## src/ddr_rx_macros.svh

```systemverilog
// shared constants for the HDR-DDR receive path, included by the RTL files that need them
`ifndef DDR_RX_MACROS_SVH
`define DDR_RX_MACROS_SVH

// system clocks per SCL half period
// at least 2, so a field end can stop SCL before the next edge
`define DDR_RX_SCL_HALF 4

// fixed token that opens the CRC word
`define DDR_RX_TOKEN 4'hC

// crc-5 polynomial x^5 + x^2 + 1, top bit implied
`define DDR_RX_CRC_POLY 5'h05

// crc-5 seed loaded at frame start
`define DDR_RX_CRC_INIT 5'h1F

`endif
```

## src/ddr_rx_pkg.sv

```systemverilog
// types shared by the HDR-DDR receive RTL, imported by each block that uses them
package ddr_rx_pkg;

  // field widths on the wire
  localparam int BYTE_W  = 8;
  localparam int CRC_W   = 5;
  localparam int TOKEN_W = 4;
  localparam int PAR_W   = 2;
  localparam int PRE_W   = 2;
  localparam int COUNT_W = 8;

  typedef logic [BYTE_W-1:0]  byte_t;
  typedef logic [CRC_W-1:0]   crc5_t;
  typedef logic [TOKEN_W-1:0] token_t;
  typedef logic [PAR_W-1:0]   par_t;
  typedef logic [PRE_W-1:0]   pre_t;

  // field the shifter takes next
  typedef enum logic [2:0] {
    FLD_PREAMBLE,
    FLD_BYTE_HI,
    FLD_BYTE_LO,
    FLD_PARITY,
    FLD_TOKEN,
    FLD_CRC
  } rx_field_t;

  // frame sequencer states
  typedef enum logic [1:0] {
    ST_IDLE,
    ST_FIELD,
    ST_DELIVER,
    ST_DONE
  } rx_state_t;

  // one-cycle strobes, one per SCL edge
  typedef struct packed {
    logic pos;
    logic neg;
  } scl_edges_t;

  // result of one field, value right-aligned
  typedef struct packed {
    logic  done;
    byte_t value;
    logic  err;
  } field_res_t;

  // end-of-frame record
  typedef struct packed {
    logic               pre_err;
    logic               par_err;
    logic               tok_err;
    logic               crc_err;
    logic [COUNT_W-1:0] byte_count;
  } rx_status_t;

endpackage

```

## src/ddr_rx_top.sv

```systemverilog
// top of the HDR-DDR receive path, ties timer, shifter, crc and sequencer together
`timescale 1ns/1ps

module ddr_rx_top (
  input  logic                   i_sys_clk,
  input  logic                   i_sys_rst,
  input  logic                   i_sda,
  output logic                   o_scl,
  input  logic                   i_start_valid,
  output logic                   o_start_ready,
  output logic                   o_byte_valid,
  output ddr_rx_pkg::byte_t      o_byte,
  input  logic                   i_byte_ready,
  output logic                   o_stat_valid,
  output ddr_rx_pkg::rx_status_t o_stat,
  input  logic                   i_stat_ready
);

  import ddr_rx_pkg::*;

  scl_edges_t edges;
  logic       run;
  rx_field_t  field;
  logic       field_start;
  field_res_t res;
  logic       byte_stb;
  byte_t      crc_byte;
  crc5_t      crc;
  logic       crc_clear;

  // SCL source
  scl_edge_timer scl_edge_timer_inst (
    .i_sys_clk (i_sys_clk),
    .i_sys_rst (i_sys_rst),
    .i_run     (run),
    .o_scl     (o_scl),
    .o_edges   (edges)
  );

  // SDA sampling per field
  ddr_rx_shifter ddr_rx_shifter_inst (
    .i_sys_clk     (i_sys_clk),
    .i_sys_rst     (i_sys_rst),
    .i_sda         (i_sda),
    .i_edges       (edges),
    .i_field       (field),
    .i_field_start (field_start),
    .o_res         (res),
    .o_byte_stb    (byte_stb),
    .o_byte        (crc_byte)
  );

  // running crc over the data bytes
  ddr_crc5 ddr_crc5_inst (
    .i_sys_clk  (i_sys_clk),
    .i_sys_rst  (i_sys_rst),
    .i_clear    (crc_clear),
    .i_byte_stb (byte_stb),
    .i_byte     (crc_byte),
    .o_crc      (crc)
  );

  // frame control and the two output streams
  ddr_rx_sequencer ddr_rx_sequencer_inst (
    .i_sys_clk     (i_sys_clk),
    .i_sys_rst     (i_sys_rst),
    .i_start_valid (i_start_valid),
    .o_start_ready (o_start_ready),
    .i_res         (res),
    .i_crc         (crc),
    .o_run         (run),
    .o_field       (field),
    .o_field_start (field_start),
    .o_crc_clear   (crc_clear),
    .o_byte_valid  (o_byte_valid),
    .o_byte        (o_byte),
    .i_byte_ready  (i_byte_ready),
    .o_stat_valid  (o_stat_valid),
    .o_stat        (o_stat),
    .i_stat_ready  (i_stat_ready)
  );

endmodule

```

## src/ddr_rx_sequencer.sv

```systemverilog
// frame FSM of the receive path, orders the fields, runs SCL, delivers bytes and reports status
`timescale 1ns/1ps

module ddr_rx_sequencer (
  input  logic                   i_sys_clk,
  input  logic                   i_sys_rst,
  input  logic                   i_start_valid,
  output logic                   o_start_ready,
  input  ddr_rx_pkg::field_res_t i_res,
  input  ddr_rx_pkg::crc5_t      i_crc,
  output logic                   o_run,
  output ddr_rx_pkg::rx_field_t  o_field,
  output logic                   o_field_start,
  output logic                   o_crc_clear,
  output logic                   o_byte_valid,
  output ddr_rx_pkg::byte_t      o_byte,
  input  logic                   i_byte_ready,
  output logic                   o_stat_valid,
  output ddr_rx_pkg::rx_status_t o_stat,
  input  logic                   i_stat_ready
);

  import ddr_rx_pkg::*;

  rx_state_t  state;
  pre_t       rx_pre;
  crc5_t      rx_crc;
  rx_field_t  fld_next;
  logic       fld_deliver;
  logic       fld_finish;
  rx_status_t err_set;

  assign o_start_ready = (state == ST_IDLE);
  // SCL runs only while a field is being clocked
  assign o_run         = (state == ST_FIELD);

  assign rx_pre = i_res.value[PRE_W-1:0];
  assign rx_crc = i_res.value[CRC_W-1:0];

  // what the current field leads to
  always_comb
  begin
    fld_next    = o_field;
    fld_deliver = 1'b0;
    fld_finish  = 1'b0;
    err_set     = '0;
    case (o_field)
      FLD_PREAMBLE:
      begin
        if (rx_pre == 2'b11)
          fld_next = FLD_BYTE_HI;
        else if (rx_pre == 2'b01)
          fld_next = FLD_TOKEN;
        else
        begin
          err_set.pre_err = 1'b1;
          fld_finish      = 1'b1;
        end
      end
      FLD_BYTE_HI:
      begin
        fld_next    = FLD_BYTE_LO;
        fld_deliver = 1'b1;
      end
      FLD_BYTE_LO:
      begin
        fld_next    = FLD_PARITY;
        fld_deliver = 1'b1;
      end
      FLD_PARITY:
      begin
        fld_next        = FLD_PREAMBLE;
        err_set.par_err = i_res.err;
        fld_finish      = i_res.err;
      end
      FLD_TOKEN:
      begin
        fld_next        = FLD_CRC;
        err_set.tok_err = i_res.err;
        fld_finish      = i_res.err;
      end
      FLD_CRC:
      begin
        // last field either way
        err_set.crc_err = (rx_crc != i_crc);
        fld_finish      = 1'b1;
      end
      default:
      begin
        fld_finish = 1'b1;
      end
    endcase
  end

  always_ff @(posedge i_sys_clk or negedge i_sys_rst)
  begin
    if (!i_sys_rst)
    begin
      state         <= ST_IDLE;
      o_field       <= FLD_PREAMBLE;
      o_field_start <= 1'b0;
      o_crc_clear   <= 1'b0;
      o_byte_valid  <= 1'b0;
      o_stat_valid  <= 1'b0;
      o_stat        <= '0;
    end
    else
    begin
      o_field_start <= 1'b0;
      o_crc_clear   <= 1'b0;
      case (state)
        ST_IDLE:
        begin
          if (i_start_valid)
          begin
            // new frame, fresh crc and status
            state         <= ST_FIELD;
            o_field       <= FLD_PREAMBLE;
            o_field_start <= 1'b1;
            o_crc_clear   <= 1'b1;
            o_stat        <= '0;
          end
        end
        ST_FIELD:
        begin
          if (i_res.done)
          begin
            o_field <= fld_next;
            o_stat  <= o_stat | err_set;
            if (fld_finish)
            begin
              // first error or crc word ends the frame
              state        <= ST_DONE;
              o_stat_valid <= 1'b1;
            end
            else if (fld_deliver)
            begin
              // SCL holds until the byte is taken
              state        <= ST_DELIVER;
              o_byte_valid <= 1'b1;
            end
            else
            begin
              o_field_start <= 1'b1;
            end
          end
        end
        ST_DELIVER:
        begin
          if (i_byte_ready)
          begin
            o_byte_valid      <= 1'b0;
            o_stat.byte_count <= o_stat.byte_count + 1'b1;
            state             <= ST_FIELD;
            o_field_start     <= 1'b1;
          end
        end
        ST_DONE:
        begin
          if (i_stat_ready)
          begin
            o_stat_valid <= 1'b0;
            state        <= ST_IDLE;
          end
        end
        default:
        begin
          state <= ST_IDLE;
        end
      endcase
    end
  end

  // byte data, stable while valid waits
  always_ff @(posedge i_sys_clk)
  begin
    if ((state == ST_FIELD) && i_res.done && fld_deliver)
      o_byte <= i_res.value;
  end

endmodule

```

## src/ddr_crc5.sv

```systemverilog
// CRC-5 accumulator over the data bytes of one frame, cleared by the sequencer at frame start
`timescale 1ns/1ps
`include "ddr_rx_macros.svh"

module ddr_crc5 (
  input  logic              i_sys_clk,
  input  logic              i_sys_rst,
  input  logic              i_clear,
  input  logic              i_byte_stb,
  input  ddr_rx_pkg::byte_t i_byte,
  output ddr_rx_pkg::crc5_t o_crc
);

  import ddr_rx_pkg::*;

  // eight serial steps unrolled, MSB first
  function automatic crc5_t crc5_byte(input crc5_t crc_in, input byte_t data);
    crc5_t crc;
    logic  fb;
    crc = crc_in;
    for (int i = BYTE_W - 1; i >= 0; i--)
    begin
      fb  = crc[CRC_W-1] ^ data[i];
      crc = {crc[CRC_W-2:0], 1'b0};
      if (fb)
        crc = crc ^ `DDR_RX_CRC_POLY;
    end
    return crc;
  endfunction

  always_ff @(posedge i_sys_clk or negedge i_sys_rst)
  begin
    if (!i_sys_rst)
      o_crc <= `DDR_RX_CRC_INIT;
    // clear wins, never coincides with a byte anyway
    else if (i_clear)
      o_crc <= `DDR_RX_CRC_INIT;
    else if (i_byte_stb)
      o_crc <= crc5_byte(o_crc, i_byte);
  end

endmodule

```

## src/ddr_rx_shifter.sv

```systemverilog
// SDA deserializer, takes one field per request from the sequencer and checks parity and token
`timescale 1ns/1ps
`include "ddr_rx_macros.svh"

module ddr_rx_shifter (
  input  logic                   i_sys_clk,
  input  logic                   i_sys_rst,
  input  logic                   i_sda,
  input  ddr_rx_pkg::scl_edges_t i_edges,
  input  ddr_rx_pkg::rx_field_t  i_field,
  input  logic                   i_field_start,
  output ddr_rx_pkg::field_res_t o_res,
  output logic                   o_byte_stb,
  output ddr_rx_pkg::byte_t      o_byte
);

  import ddr_rx_pkg::*;

  // index of the last bit of each field
  function automatic logic [2:0] last_bit(input rx_field_t fld);
    case (fld)
      FLD_PREAMBLE: last_bit = 3'(PRE_W - 1);
      FLD_BYTE_HI:  last_bit = 3'(BYTE_W - 1);
      FLD_BYTE_LO:  last_bit = 3'(BYTE_W - 1);
      FLD_PARITY:   last_bit = 3'(PAR_W - 1);
      FLD_TOKEN:    last_bit = 3'(TOKEN_W - 1);
      FLD_CRC:      last_bit = 3'(CRC_W - 1);
      default:      last_bit = 3'(BYTE_W - 1);
    endcase
  endfunction

  logic        any_edge;
  logic        active;
  logic [2:0]  bit_cnt;
  logic        field_end;
  logic        is_byte;
  byte_t       shreg;
  byte_t       field_val;
  byte_t       word_hi;
  byte_t       word_lo;
  logic [15:0] word;
  par_t        par_calc;
  par_t        par_rx;
  token_t      tok_rx;

  // DDR, so both edges carry a bit
  assign any_edge = i_edges.pos | i_edges.neg;

  // shift in the current bit, MSB first
  // shreg is cleared at field start so narrow fields come out right-aligned
  assign field_val = {shreg[BYTE_W-2:0], i_sda};
  assign field_end = active && any_edge && (bit_cnt == last_bit(i_field));
  assign is_byte   = (i_field == FLD_BYTE_HI) || (i_field == FLD_BYTE_LO);

  // parity over the word just received
  // bit 1 from the odd bits, bit 0 from the even bits inverted
  assign word        = {word_hi, word_lo};
  assign par_calc[1] = ^(word & 16'hAAAA);
  assign par_calc[0] = ~^(word & 16'h5555);
  assign par_rx      = field_val[PAR_W-1:0];
  assign tok_rx      = field_val[TOKEN_W-1:0];

  // result is ready in the cycle of the last edge
  always_comb
  begin
    o_res.done  = field_end;
    o_res.value = field_val;
    o_res.err   = 1'b0;
    if (field_end)
    begin
      case (i_field)
        FLD_PARITY: o_res.err = (par_rx != par_calc);
        FLD_TOKEN:  o_res.err = (tok_rx != `DDR_RX_TOKEN);
        default:    o_res.err = 1'b0;
      endcase
    end
  end

  // bit counter, edges outside a field are ignored
  always_ff @(posedge i_sys_clk or negedge i_sys_rst)
  begin
    if (!i_sys_rst)
    begin
      active     <= 1'b0;
      bit_cnt    <= '0;
      o_byte_stb <= 1'b0;
    end
    else
    begin
      o_byte_stb <= field_end && is_byte;
      if (i_field_start)
      begin
        active  <= 1'b1;
        bit_cnt <= '0;
      end
      else if (active && any_edge)
      begin
        if (field_end)
          active <= 1'b0;
        else
          bit_cnt <= bit_cnt + 1'b1;
      end
    end
  end

  // shift register and word bytes
  always_ff @(posedge i_sys_clk)
  begin
    if (i_field_start)
      shreg <= '0;
    else if (active && any_edge)
      shreg <= field_val;
    if (field_end && (i_field == FLD_BYTE_HI))
      word_hi <= field_val;
    if (field_end && (i_field == FLD_BYTE_LO))
      word_lo <= field_val;
    // copy for the crc, goes with o_byte_stb
    if (field_end && is_byte)
      o_byte <= field_val;
  end

endmodule

```

## src/scl_edge_timer.sv

```systemverilog
// SCL generator for the receive path, divides the system clock and strobes every SCL edge
`timescale 1ns/1ps
`include "ddr_rx_macros.svh"

module scl_edge_timer (
  input  logic                   i_sys_clk,
  input  logic                   i_sys_rst,
  input  logic                   i_run,
  output logic                   o_scl,
  output ddr_rx_pkg::scl_edges_t o_edges
);

  // phase counter wide enough for the half period, never zero bits
  localparam int PHASE_W = ($clog2(`DDR_RX_SCL_HALF) > 0) ? $clog2(`DDR_RX_SCL_HALF) : 1;
  localparam logic [PHASE_W-1:0] PHASE_LAST = PHASE_W'(`DDR_RX_SCL_HALF - 1);

  logic [PHASE_W-1:0] phase;

  always_ff @(posedge i_sys_clk or negedge i_sys_rst)
  begin
    if (!i_sys_rst)
    begin
      phase   <= '0;
      // bus idles with SCL high
      o_scl   <= 1'b1;
      o_edges <= '0;
    end
    else
    begin
      // strobes last a single cycle
      o_edges <= '0;
      if (!i_run)
      begin
        // stopped, level kept, next half period starts fresh
        phase <= '0;
      end
      else if (phase == PHASE_LAST)
      begin
        phase       <= '0;
        o_scl       <= ~o_scl;
        // strobe lines up with the new SCL level
        o_edges.pos <= ~o_scl;
        o_edges.neg <= o_scl;
      end
      else
      begin
        phase <= phase + 1'b1;
      end
    end
  end

endmodule

```

## config.mk

```make
export PLATFORM = sky130hd
export DESIGN_NAME = ddr_rx_top
export DESIGN_NICKNAME = d
export VERILOG_FILES = /design/src/ddr_rx_pkg.sv /design/src/ddr_rx_top.sv /design/src/ddr_rx_sequencer.sv /design/src/ddr_crc5.sv /design/src/ddr_rx_shifter.sv /design/src/scl_edge_timer.sv
export VERILOG_INCLUDE_DIRS = /design/src
export SDC_FILE = /design/constraint.sdc
export NUM_CORES = 1
export LEC_CHECK = 0
export ABC_AREA = 1
export BUFFER_PORTS_ARGS = -buffer_cell sky130_fd_sc_hd__buf_4
export CAP_MARGIN = 20
export CORE_MARGIN = 3
export CORE_UTILIZATION = 39
export DETAILED_ROUTE_END_ITERATION = 8
export SYNTH_ARGS = -nofsm -noshare
export SYNTH_HDL_FRONTEND = slang
export SYNTH_HIERARCHICAL = 1
export SYNTH_SLANG_ARGS = --single-unit
```

## constraint.sdc

```tcl
create_clock -name i_sys_clk -period 4.9 [get_ports i_sys_clk]
set_input_delay 0 -clock i_sys_clk [delete_from_list [all_inputs] [get_ports i_sys_clk]]
set_output_delay 0 -clock i_sys_clk [all_outputs]
set_load 0.05 [all_outputs]
```

; ---- After elaboration in Yosys (flattened, before gate mapping)
; Cells that the tools add are included.
[classes]
bitwise = 19
n_eq_ne = 26
n_addsub = 3
n_mux = 79
reduce_logical = 31
[ops]
columns = op, n
row1 = 5-bit 2-to-1 mux, 16
row2 = 3-bit 2-to-1 mux, 15
row3 = 1-bit 2-to-1 mux, 25
row4 = 12-bit 2-to-1 mux, 2
row5 = 8-bit case mux with 3 select lines, 1
row6 = 2-bit 2-to-1 mux, 10
row7 = 2-bit NOT, 8
row8 = 16-bit XNOR reduction, 1
row9 = 16-bit parity, 1
row10 = 3-bit case mux with 5 select lines, 1
row11 = 5-bit AND reduction, 3
row12 = 12-bit OR, 1
row13 = 2-bit nonzero test, 6
row14 = 3-bit case mux with 3 select lines, 1
row15 = 8-bit by 1-bit adder with 8-bit output (second input constant), 1
row16 = 2-bit equality test (second input constant), 4
row17 = 8-bit 2-to-1 mux, 1
row18 = 2-bit by 1-bit inequality test with 1-bit output (second input constant), 4
row19 = 2-bit inequality test (second input constant), 4
row20 = 2-bit case mux with 4 select lines, 1
row21 = 4-bit case mux with 2 select lines, 1
row22 = 4-bit AND reduction, 2
row23 = 1-bit bitwise XOR, 8
row24 = 1-bit logical AND, 7
row25 = 25 further kinds, 34
[totals]
in_bits = 6
wordCells = 182
out_inout_bits = 24
ff_bits = 75

; ---- Logic depth before layout (Yosys ltp)
; Gate-level depths: netlist (run 1).
[logic_depth]
depth_word = 32
ltp_mapped = 20
mapped_depth_nobuf = 20

; ---- By module
; The synthesis (run 1) kept the hierarchy.
[by_module_without_submodules]
columns = module, n_inst, area_each_um2, seq_area_each_um2, cells_per_inst
row1 = ddr_rx_shifter, 1, 1635.3, 985.9, 175
row2 = ddr_rx_sequencer, 1, 1519.0, 765.7, 190
row3 = ddr_crc5, 1, 561.8, 131.4, 102
row4 = scl_edge_timer, 1, 186.4, 126.4, 16

; ---- Least setup slack after synthesis (run 1)
; No wires, ideal clock.
[synth_path]
kind = register -> register
from = register ddr_rx_sequencer_inst.o_field[2]
to = register ddr_rx_sequencer_inst.o_byte[0], enable pin
path_slack_ns = 2.839
period_less_slack_ns = 2.061
path_buffers = 1
setup_ns = 0.324
stages_incl_launch_ff = 13
arrival_ns = 1.737
required_ns = 4.576
cell_sequence = dfrtp_1 inv_2 nand2_2 nand2_2 o21ai_1 xnor2_1 nand2_2 nor2_4 buf_4 inv_1 nor2_4 nand2_1 inv_1
[synth_via]
elab_chain_len = 7
word_cells_on_any_way = 14
cone_classes = eq/ne (6) / mux (2) / reduce/logical (6)
[synth_lines]
columns = element, line_no
row1 = from (decl), ddr_rx_sequencer.sv:12  ; output ddr_rx_pkg::rx_field_t o_field,
row2 = from (signal assigned), ddr_rx_sequencer.sv:128  ; o_field <= fld_next;
row3 = 3-bit by 2-bit equality test with 1-bit output or 3-bit zero test (tied branches), ddr_rx_shifter.sv:21  ; case (fld)
row4 = 2-bit OR reduction (no line), --
row5 = 3-bit case mux with 3 select lines (*), ddr_rx_shifter.sv:21
row6 = 3-bit equality test (*), ddr_rx_shifter.sv:52  ; assign field_end = active && any_edge && (bit_cnt == last_bit(i_field));
row7 = 1-bit logical AND (*), ddr_rx_shifter.sv:52
row8 = named net ddr_rx_shifter_inst.field_end, ddr_rx_shifter.sv:35  ; logic field_end;
row9 = 1-bit logical AND (*) (2 in a row), ddr_rx_sequencer.sv:177  ; if ((state == ST_FIELD) && i_res.done && fld_deliver)
row10 = to (signal assigned), ddr_rx_sequencer.sv:178  ; o_byte <= i_res.value;
row11 = to (decl), ddr_rx_sequencer.sv:16  ; output ddr_rx_pkg::byte_t o_byte,
; Mark *: on every way through the listed nets, which the timed path passes. The rest lies on a longest branch.
; A chain may end at the register's enable or synchronous reset.

==> out/metrics.yaml, run 1 <==
ir_drop_mv: 0.345
outcome: "finished clean"
final_core_util: 0.477
comb_power_share: 0.291
htreeDepth: 3
fin_crit_ns: 2.34
grt_usage: 0.147
root_buffer: "clkbuf_8"
critPathLaunchType: "flop"
drc: 0
place_congestion: 0.859
crit_type: "reg2reg"
dieArea_mm2: 0.0112
grt.overflow.total: 0
hp-class: "in2reg"
viasPerCell: 4.71
synth_warnings: 6
tritoncts: "built"
max_freq_ghz: 0.427
antenna_found_initial: 0
final_common_cell: "nand2_1"
nets: 530
cts_buffer_depth: 2
area_delta_synth_final_pct: 15.5
hold_viol: 0
die_height_um: 106
pwr-share-clk: 0.264
slew_viol_final: 0
fin_tns_setup_ns: 0
rsz0062_at_grt: "no"
arrival_ns: 2.37
antennaDiodeCount: 0
max_slew_margin: 0.507
area.sequential_mm2: 0.00201
layout_common_cells: "nand2_1 (156), inv_1 (62), nand3_1 (40)"
critPathRequiredTime_ns: 4.93
core_area_mm2: 0.00946
intPower_mw: 1.29
num_vias: 3082
critPathMostFrequentCell: "inv_1"
ios: 30
worst_pin_slew_ns: 0.735
hold_ws_ns: 0.0300
yosys_register_bits: 75
synthCells: 483
cts_num_sinks: 75
p_sw_mw: 0.776
start_util: 0.413
wl_per_cell_um: 11.9
post-route-period-util: 0.478
crit_buf_inv: 3
setup_viol: 0
total_leakage_power_nw: 2.23
p_sw_frac: 0.376
finalClockSkew_ns: 0.0103
totalWireLength_mm: 7.83
drive_above_1_share: 0.173
grt_start_max_net_pins: 37
path_clk_slew_ns: 0.08
synth_nets: 492
cp_top_family: "flip-flops"
synth-seq-area-share: 0.515
synth_cell_types: 36
worstSkewPairLatency_ns: 0.35
crit_chain: "inv_1 -> o21ai_0 -> o21ai_1 -> xnor2_1 -> nand2_2 -> nor2_4 -> inv_1 -> nor2_4 -> nand2_1 -> inv_1"
grt_pass1_vias: 2907
fp.dieW_um: 106
max-cap-violations: 0
grt_pass1_wl_mm: 13.3
avgSynthCellArea_um2: 8.08
p_seq_frac: 0.445
dp_hpwl_mm: 5.70
num_rows: 35
fillers: 917
cts_made_buffers: 9
power.density_mw_per_mm2: 457
multi_input_area_mm2: 0.00158
port_buffers: 29
cts_setup_buffers: 0
cp_slowest_cell: "dfrtp_1"
drt-initial-drc-count: 154
dr.pass1.iters: 5
antenna_left: 0
cpPeakStageDelay_ns: 0.55
cp-end-kind: "flop"
synth_area_mm2: 0.00390
path_max_fanout: 12
[layer usage]
layer	track usage	vias up	part of all wire
li1	-	1609	-
met1	0.199	1394	0.48
met2	0.232	67	0.46
met3	0.0401	12	0.046
met4	0.0463	0	0.016
met5	0	-	0
[area by class of cell]
type,instances,area share
sequential,75,0.446
multi-input combinational,329,0.350
clock buffer,10,0.0305
clock inverter,6,0.0211
inverter,74,0.0622
timing repair buffer,32,0.0549
tap,129,0.0358
[worst min-delay path, stage by stage]
cell	delay [ns]
buf_4	0.09
nand2_2	0.10
o21ai_1	0.09
a21oi_1	0.05
[flip-flops by register name, indices dropped and copies added, names as in the netlist]
register                             cells
ddr_crc5_inst/o_crc                      5
ddr_rx_sequencer_inst/o_byte             8
ddr_rx_sequencer_inst/o_byte_valid       1
ddr_rx_sequencer_inst/o_crc_clear        1
ddr_rx_sequencer_inst/o_field            3
ddr_rx_sequencer_inst/o_field_start      1
ddr_rx_sequencer_inst/o_stat            12
ddr_rx_sequencer_inst/o_stat_valid       1
ddr_rx_sequencer_inst/state              2
ddr_rx_shifter_inst/active               1
ddr_rx_shifter_inst/bit_cnt              3
ddr_rx_shifter_inst/o_byte               8
ddr_rx_shifter_inst/o_byte_stb           1
ddr_rx_shifter_inst/shreg                7
ddr_rx_shifter_inst/word_hi              8
ddr_rx_shifter_inst/word_lo              8
scl_edge_timer_inst/o_edges              2
scl_edge_timer_inst/o_scl                1
scl_edge_timer_inst/phase                2
[metrics by stage]
step           instances  power, mW  setup slack, ns  area [um^2]
2_1_floorplan        483       1.37             2.84         3900
5_1_grt              655       2.21             2.33         4510
6_report             655       2.06             2.56         4510
4_1_cts              655       2.08             2.57         4510
3_5_place_dp         636       1.53             2.58         4250
3_3_place_gp         636       1.52             2.69         4250
[synthesized netlist by cell type, drive strengths merged]
master / instances / area [um^2]
a21oi: 14 / 81.3
a31oi: 2 / 12.5
and3: 1 / 7.51
buf: 3 / 26.3
clkbuf: 2 / 8.75
dfrtp: 30 / 751
dfstp: 6 / 158
dfxtp: 7 / 140
edfxtp: 32 / 961
ha: 3 / 37.5
inv: 74 / 280
nand2: 171 / 694
nand3: 41 / 210
nand3b: 2 / 15.0
nand4: 8 / 50.1
nor2: 43 / 186
nor3: 3 / 25.0
nor3b: 1 / 12.5
o21a: 1 / 7.51
o21ai: 28 / 144
o22ai: 1 / 6.26
xnor2: 6 / 52.6
xor2: 4 / 35.0
[path summary, 6_finish.rpt]
check                                                  from                         endpoint  slack (ns)  depth (start not counted)
min                                           i_start_valid  ddr_rx_sequencer_inst/o_stat[3]        0.03                          4
min in group asynchronous                         i_sys_rst   ddr_rx_sequencer_inst/state[0]        0.15                          2
max in group asynchronous                         i_sys_rst        scl_edge_timer_inst/o_scl        4.41                          2
max                        ddr_rx_sequencer_inst/o_field[0]  ddr_rx_sequencer_inst/o_byte[0]        2.56                         10
max reg2reg                ddr_rx_sequencer_inst/o_field[0]  ddr_rx_sequencer_inst/o_byte[0]        2.56                         10
min reg2reg                    scl_edge_timer_inst/phase[0]     scl_edge_timer_inst/phase[0]        0.46                          1
[power groups by stage]
| stage | Sequential, mW | Clock [mW] | Combinational (mW) |
|---|---|---|---|
| final | 0.919 | 0.544 | 0.600 |
| after global routing | 0.938 | 0.589 | 0.686 |
| after CTS | 0.919 | 0.562 | 0.603 |
| after detailed placement | 0.932 | 0 | 0.598 |
| after global placement | 0.927 | 0 | 0.590 |
| after floorplan | 0.944 | 0 | 0.427 |
[cell families (layout without fill, tap and decap cells)]
kind of cell	after synthesis	in the layout	share of synthesized area
xor gates and xnor gates	10	10	0.0224
adders and majority gates	3	3	0.00962
DFF	75	75	0.515
and+or+nand+nor	270	270	0.308
AOI/OAI and AO/OA	46	46	0.0644
buffers and inverters	79	122	0.0808
[repair_timing]
action	4_1_cts	5_1_grt
hold buffers	3	0
gates resized for setup	0	0
endpoints found under the hold margin	41	0
Power figures use the tool's default switching activity.
==> run 2, diff against run 1 <==
--- a/config.mk
+++ b/config.mk
@@ -6,7 +6,7 @@
 export SDC_FILE = /design/constraint.sdc
 export NUM_CORES = 1
 export LEC_CHECK = 0
-export ABC_AREA = 1
+export ABC_AREA = 0
 export BUFFER_PORTS_ARGS = -buffer_cell sky130_fd_sc_hd__buf_4
 export CAP_MARGIN = 20
 export CORE_MARGIN = 3
==> constraint.sdc (replaced) <==
create_clock -name i_sys_clk -period 2 [get_ports i_sys_clk]
set_input_delay 0 -clock i_sys_clk [delete_from_list [all_inputs] [get_ports i_sys_clk]]
set_output_delay 0 -clock i_sys_clk [all_outputs]
set_load 0.05 [all_outputs]
==> run 2 against run 1 <==
Compared with the run above:
- clock skew is 0.0020 ns lower
- synthesized cell count is 39% lower
- non-clock buffer count up 44
- clock power increased by 140%
- wire length is 4.7% lower
- total power grew to 3.1 times the previous value
- critical path type unchanged
- the flow now finishes with violations (negative setup slack)
- first-iteration DRC count shrank 29%
- largest cell class unchanged
==> out/metrics.yaml, run 2 <==
yosysMostFrequentCell: "edfxtp_1"
power.density_mw_per_mm2: 1370
layout_common_cells: "buf_4 (61), edfxtp_1 (32), nand2_1 (28)"
cts_buffer_depth: 2
wl_per_cell_um: 15.6
finalClockSkew_ns: 0.00831
critPathLaunchType: "flop"
grt_pass1_wl_mm: 12.2
ios: 30
synth_top_area_share: 0.268
synth-async-reset-ratio: 0.480
path_clk_slew_ns: 0.08
dpl_cell_area_mm2: 0.00414
fin_crit_ns: 2.18
rsz0062_at_grt: "yes"
total_leakage_power_nw: 1.86
drive_above_1_share: 0.350
htreeDepth: 3
yosys_register_bits: 75
totalWireLength_mm: 7.46
worst_pin_slew_ns: 0.509
avgSynthCellArea_um2: 12.2
synth.top_cells.by_count: "edfxtp_1 (32), dfrtp_1 (30), nand2_1 (28)"
startpoint: "ddr_rx_sequencer_inst/o_field[2]"
antennaDiodeCount: 0
largest_reg_flops: 12
path_max_fanout: 4
post-route-period-util: 1.09
fp.dieW_um: 102
final_cell_area_mm2: 0.00464
die_height_um: 102
port_buffers: 29
top_register: "ddr_rx_sequencer_inst/o_stat"
cp-end-kind: "flop"
cts_made_buffers: 9
outcome: "finished, violations left"
antenna_found_initial: 0
worstSkewPairLatency_ns: 0.34
ir_drop_mv: 0.895
grt_start_max_net_pins: 37
dieArea_mm2: 0.0104
final_common_cell: "buf_4"
cts_num_sinks: 75
num_vias: 2503
area_delta_synth_final_pct: 29.6
synth-seq-area-share: 0.561
antenna_left: 0
grt_usage: 0.152
drc: 0
dr.pass1.iters: 4
synth_warnings: 6
synthCells: 294
nets: 375
setup_viol: 20
synth_area_mm2: 0.00358
crit_type: "reg2reg"
critPathRequiredTime_ns: 2.06
viasPerCell: 5.23
max-cap-violations: 0
arrival_ns: 2.24
drt-initial-drc-count: 109
hp-class: "in2async"
ys_top_cells_by_area: "edfxtp_1 (27%), dfrtp_1 (21%), xnor2_1 (4.9%), dfstp_2 (4.4%), dfxtp_1 (3.9%)"
start_util: 0.407
tritoncts: "built"
synth_nets: 303
synth_cell_types: 65
p_total_mw: 6.35
place_congestion: 0.767
ys.flop_type: "edfxtp_1"
r2r-start: "ddr_rx_sequencer_inst/o_field[2]"
hold_ws_ns: 0.174
max_freq_ghz: 0.458
final_core_util: 0.527
yosys.area.top_type: "edfxtp_1"
root_buffer: "clkbuf_8"
max_slew_margin: 0.661
violations: "negative setup slack"
hold_viol: 0
grt_pass1_vias: 2460
worst_slack_ns: -0.185
slew_viol_final: 0
core_area_mm2: 0.00881
dp_hpwl_mm: 4.96
num_rows: 34
grt.overflow.total: 0
synth_edf_count: 32
-- run 2: cell count changes in the layout (fill, tap and decap cells not counted), moves of 10 or more --
cell | previous run | this run
buf_4 | 29 | 61
inv_1 | 62 | 6
inv_2 | 11 | 1
nand2_1 | 156 | 28
nand2_2 | 12 | 0
nand3_1 | 40 | 5
nor2_1 | 39 | 8
o21ai_0 | 17 | 7
xnor2_1 | 6 | 18
-- run 2: worst max-delay path: stages, from the launching register on --
cell	delay, ns
dfrtp_2	0.40
nand2b_4	0.14
or3_4	0.34
a21oi_4	0.14
o21ai_2	0.09
inv_2	0.07
nand3b_1	0.11
or3_4	0.46
clkinvlp_4	0.16
-- run 2: cells by family (layout without fill, tap and decap cells) --
| logic type | Yosys count | in the layout | synth area share |
|---|---|---|---|
| DFF | 75 | 75 | 0.561 |
| buffers and inverters | 24 | 101 | 0.0325 |
| AOI/OAI and AO/OA | 67 | 67 | 0.131 |
| and+or+nand+nor | 84 | 84 | 0.138 |
| adders and majority gates | 3 | 3 | 0.0105 |
| xor gates and xnor gates | 37 | 37 | 0.115 |
| muxes | 4 | 4 | 0.0115 |
-- run 2: timing repair --
item,in CTS,in global routing
pin swaps,9,14
hold buffers,6,0
gates cloned,1,1
setup buffers,2,3
setup endpoints to repair,34,35
endpoints found under the hold margin,44,0
gates resized for setup,17,20
-- run 2: path summary, 6_finish.rpt --
path	end	slack, ns	cells after the start
setup / recovery	ddr_rx_sequencer_inst/o_byte[0]	-0.18	8
setup reg to reg	ddr_rx_sequencer_inst/o_byte[0]	-0.18	8
hold reg to reg	scl_edge_timer_inst/phase[0]	0.44	1
max in group asynchronous	ddr_rx_shifter_inst/bit_cnt[2]	1.45	2
min in group i_sys_clk	scl_edge_timer_inst/phase[0]	0.44	1
hold / removal	ddr_rx_shifter_inst/bit_cnt[0]	0.17	2
-- run 2: where the power goes --
| part | switching, mW | internal [mW] | leakage (nW) |
|---|---|---|---|
| clock network | 0.557 | 0.744 | 0.110 |
| logic | 1.45 | 1.15 | 0.945 |
| registers | 0.409 | 2.04 | 0.805 |
-- run 2: through the flow --
step,setup WS [ns],TNS (ns),std cells
2_1_floorplan,-0.325,-8.48,294
3_3_place_gp,-0.197,-2.41,451
3_5_place_dp,-0.241,-3.20,451
4_1_cts,-0.192,-1.49,475
5_1_grt,-0.286,-4.33,479
6_report,-0.185,-2.01,479
-- run 2: final cells by class --
| cell class | count | area, um^2 |
|---|---|---|
| multi-input combinational | 195 | 1590 |
| timing repair inverter | 1 | 7.51 |
| clock buffer | 11 | 141 |
| clock inverter | 5 | 85.1 |
| tap | 108 | 135 |
| inverter | 8 | 35.0 |
| timing repair buffer | 76 | 628 |
| fill | 754 | 4170 |
| sequential | 75 | 2010 |
-- run 2: routing by layer --
layer	track usage	wire, um	up-vias
met3	0.0386	258	5
met2	0.247	3630	43
met4	0.0348	47	0
li1	-	-	1221
met1	0.205	3520	1234
met5	0	0	-
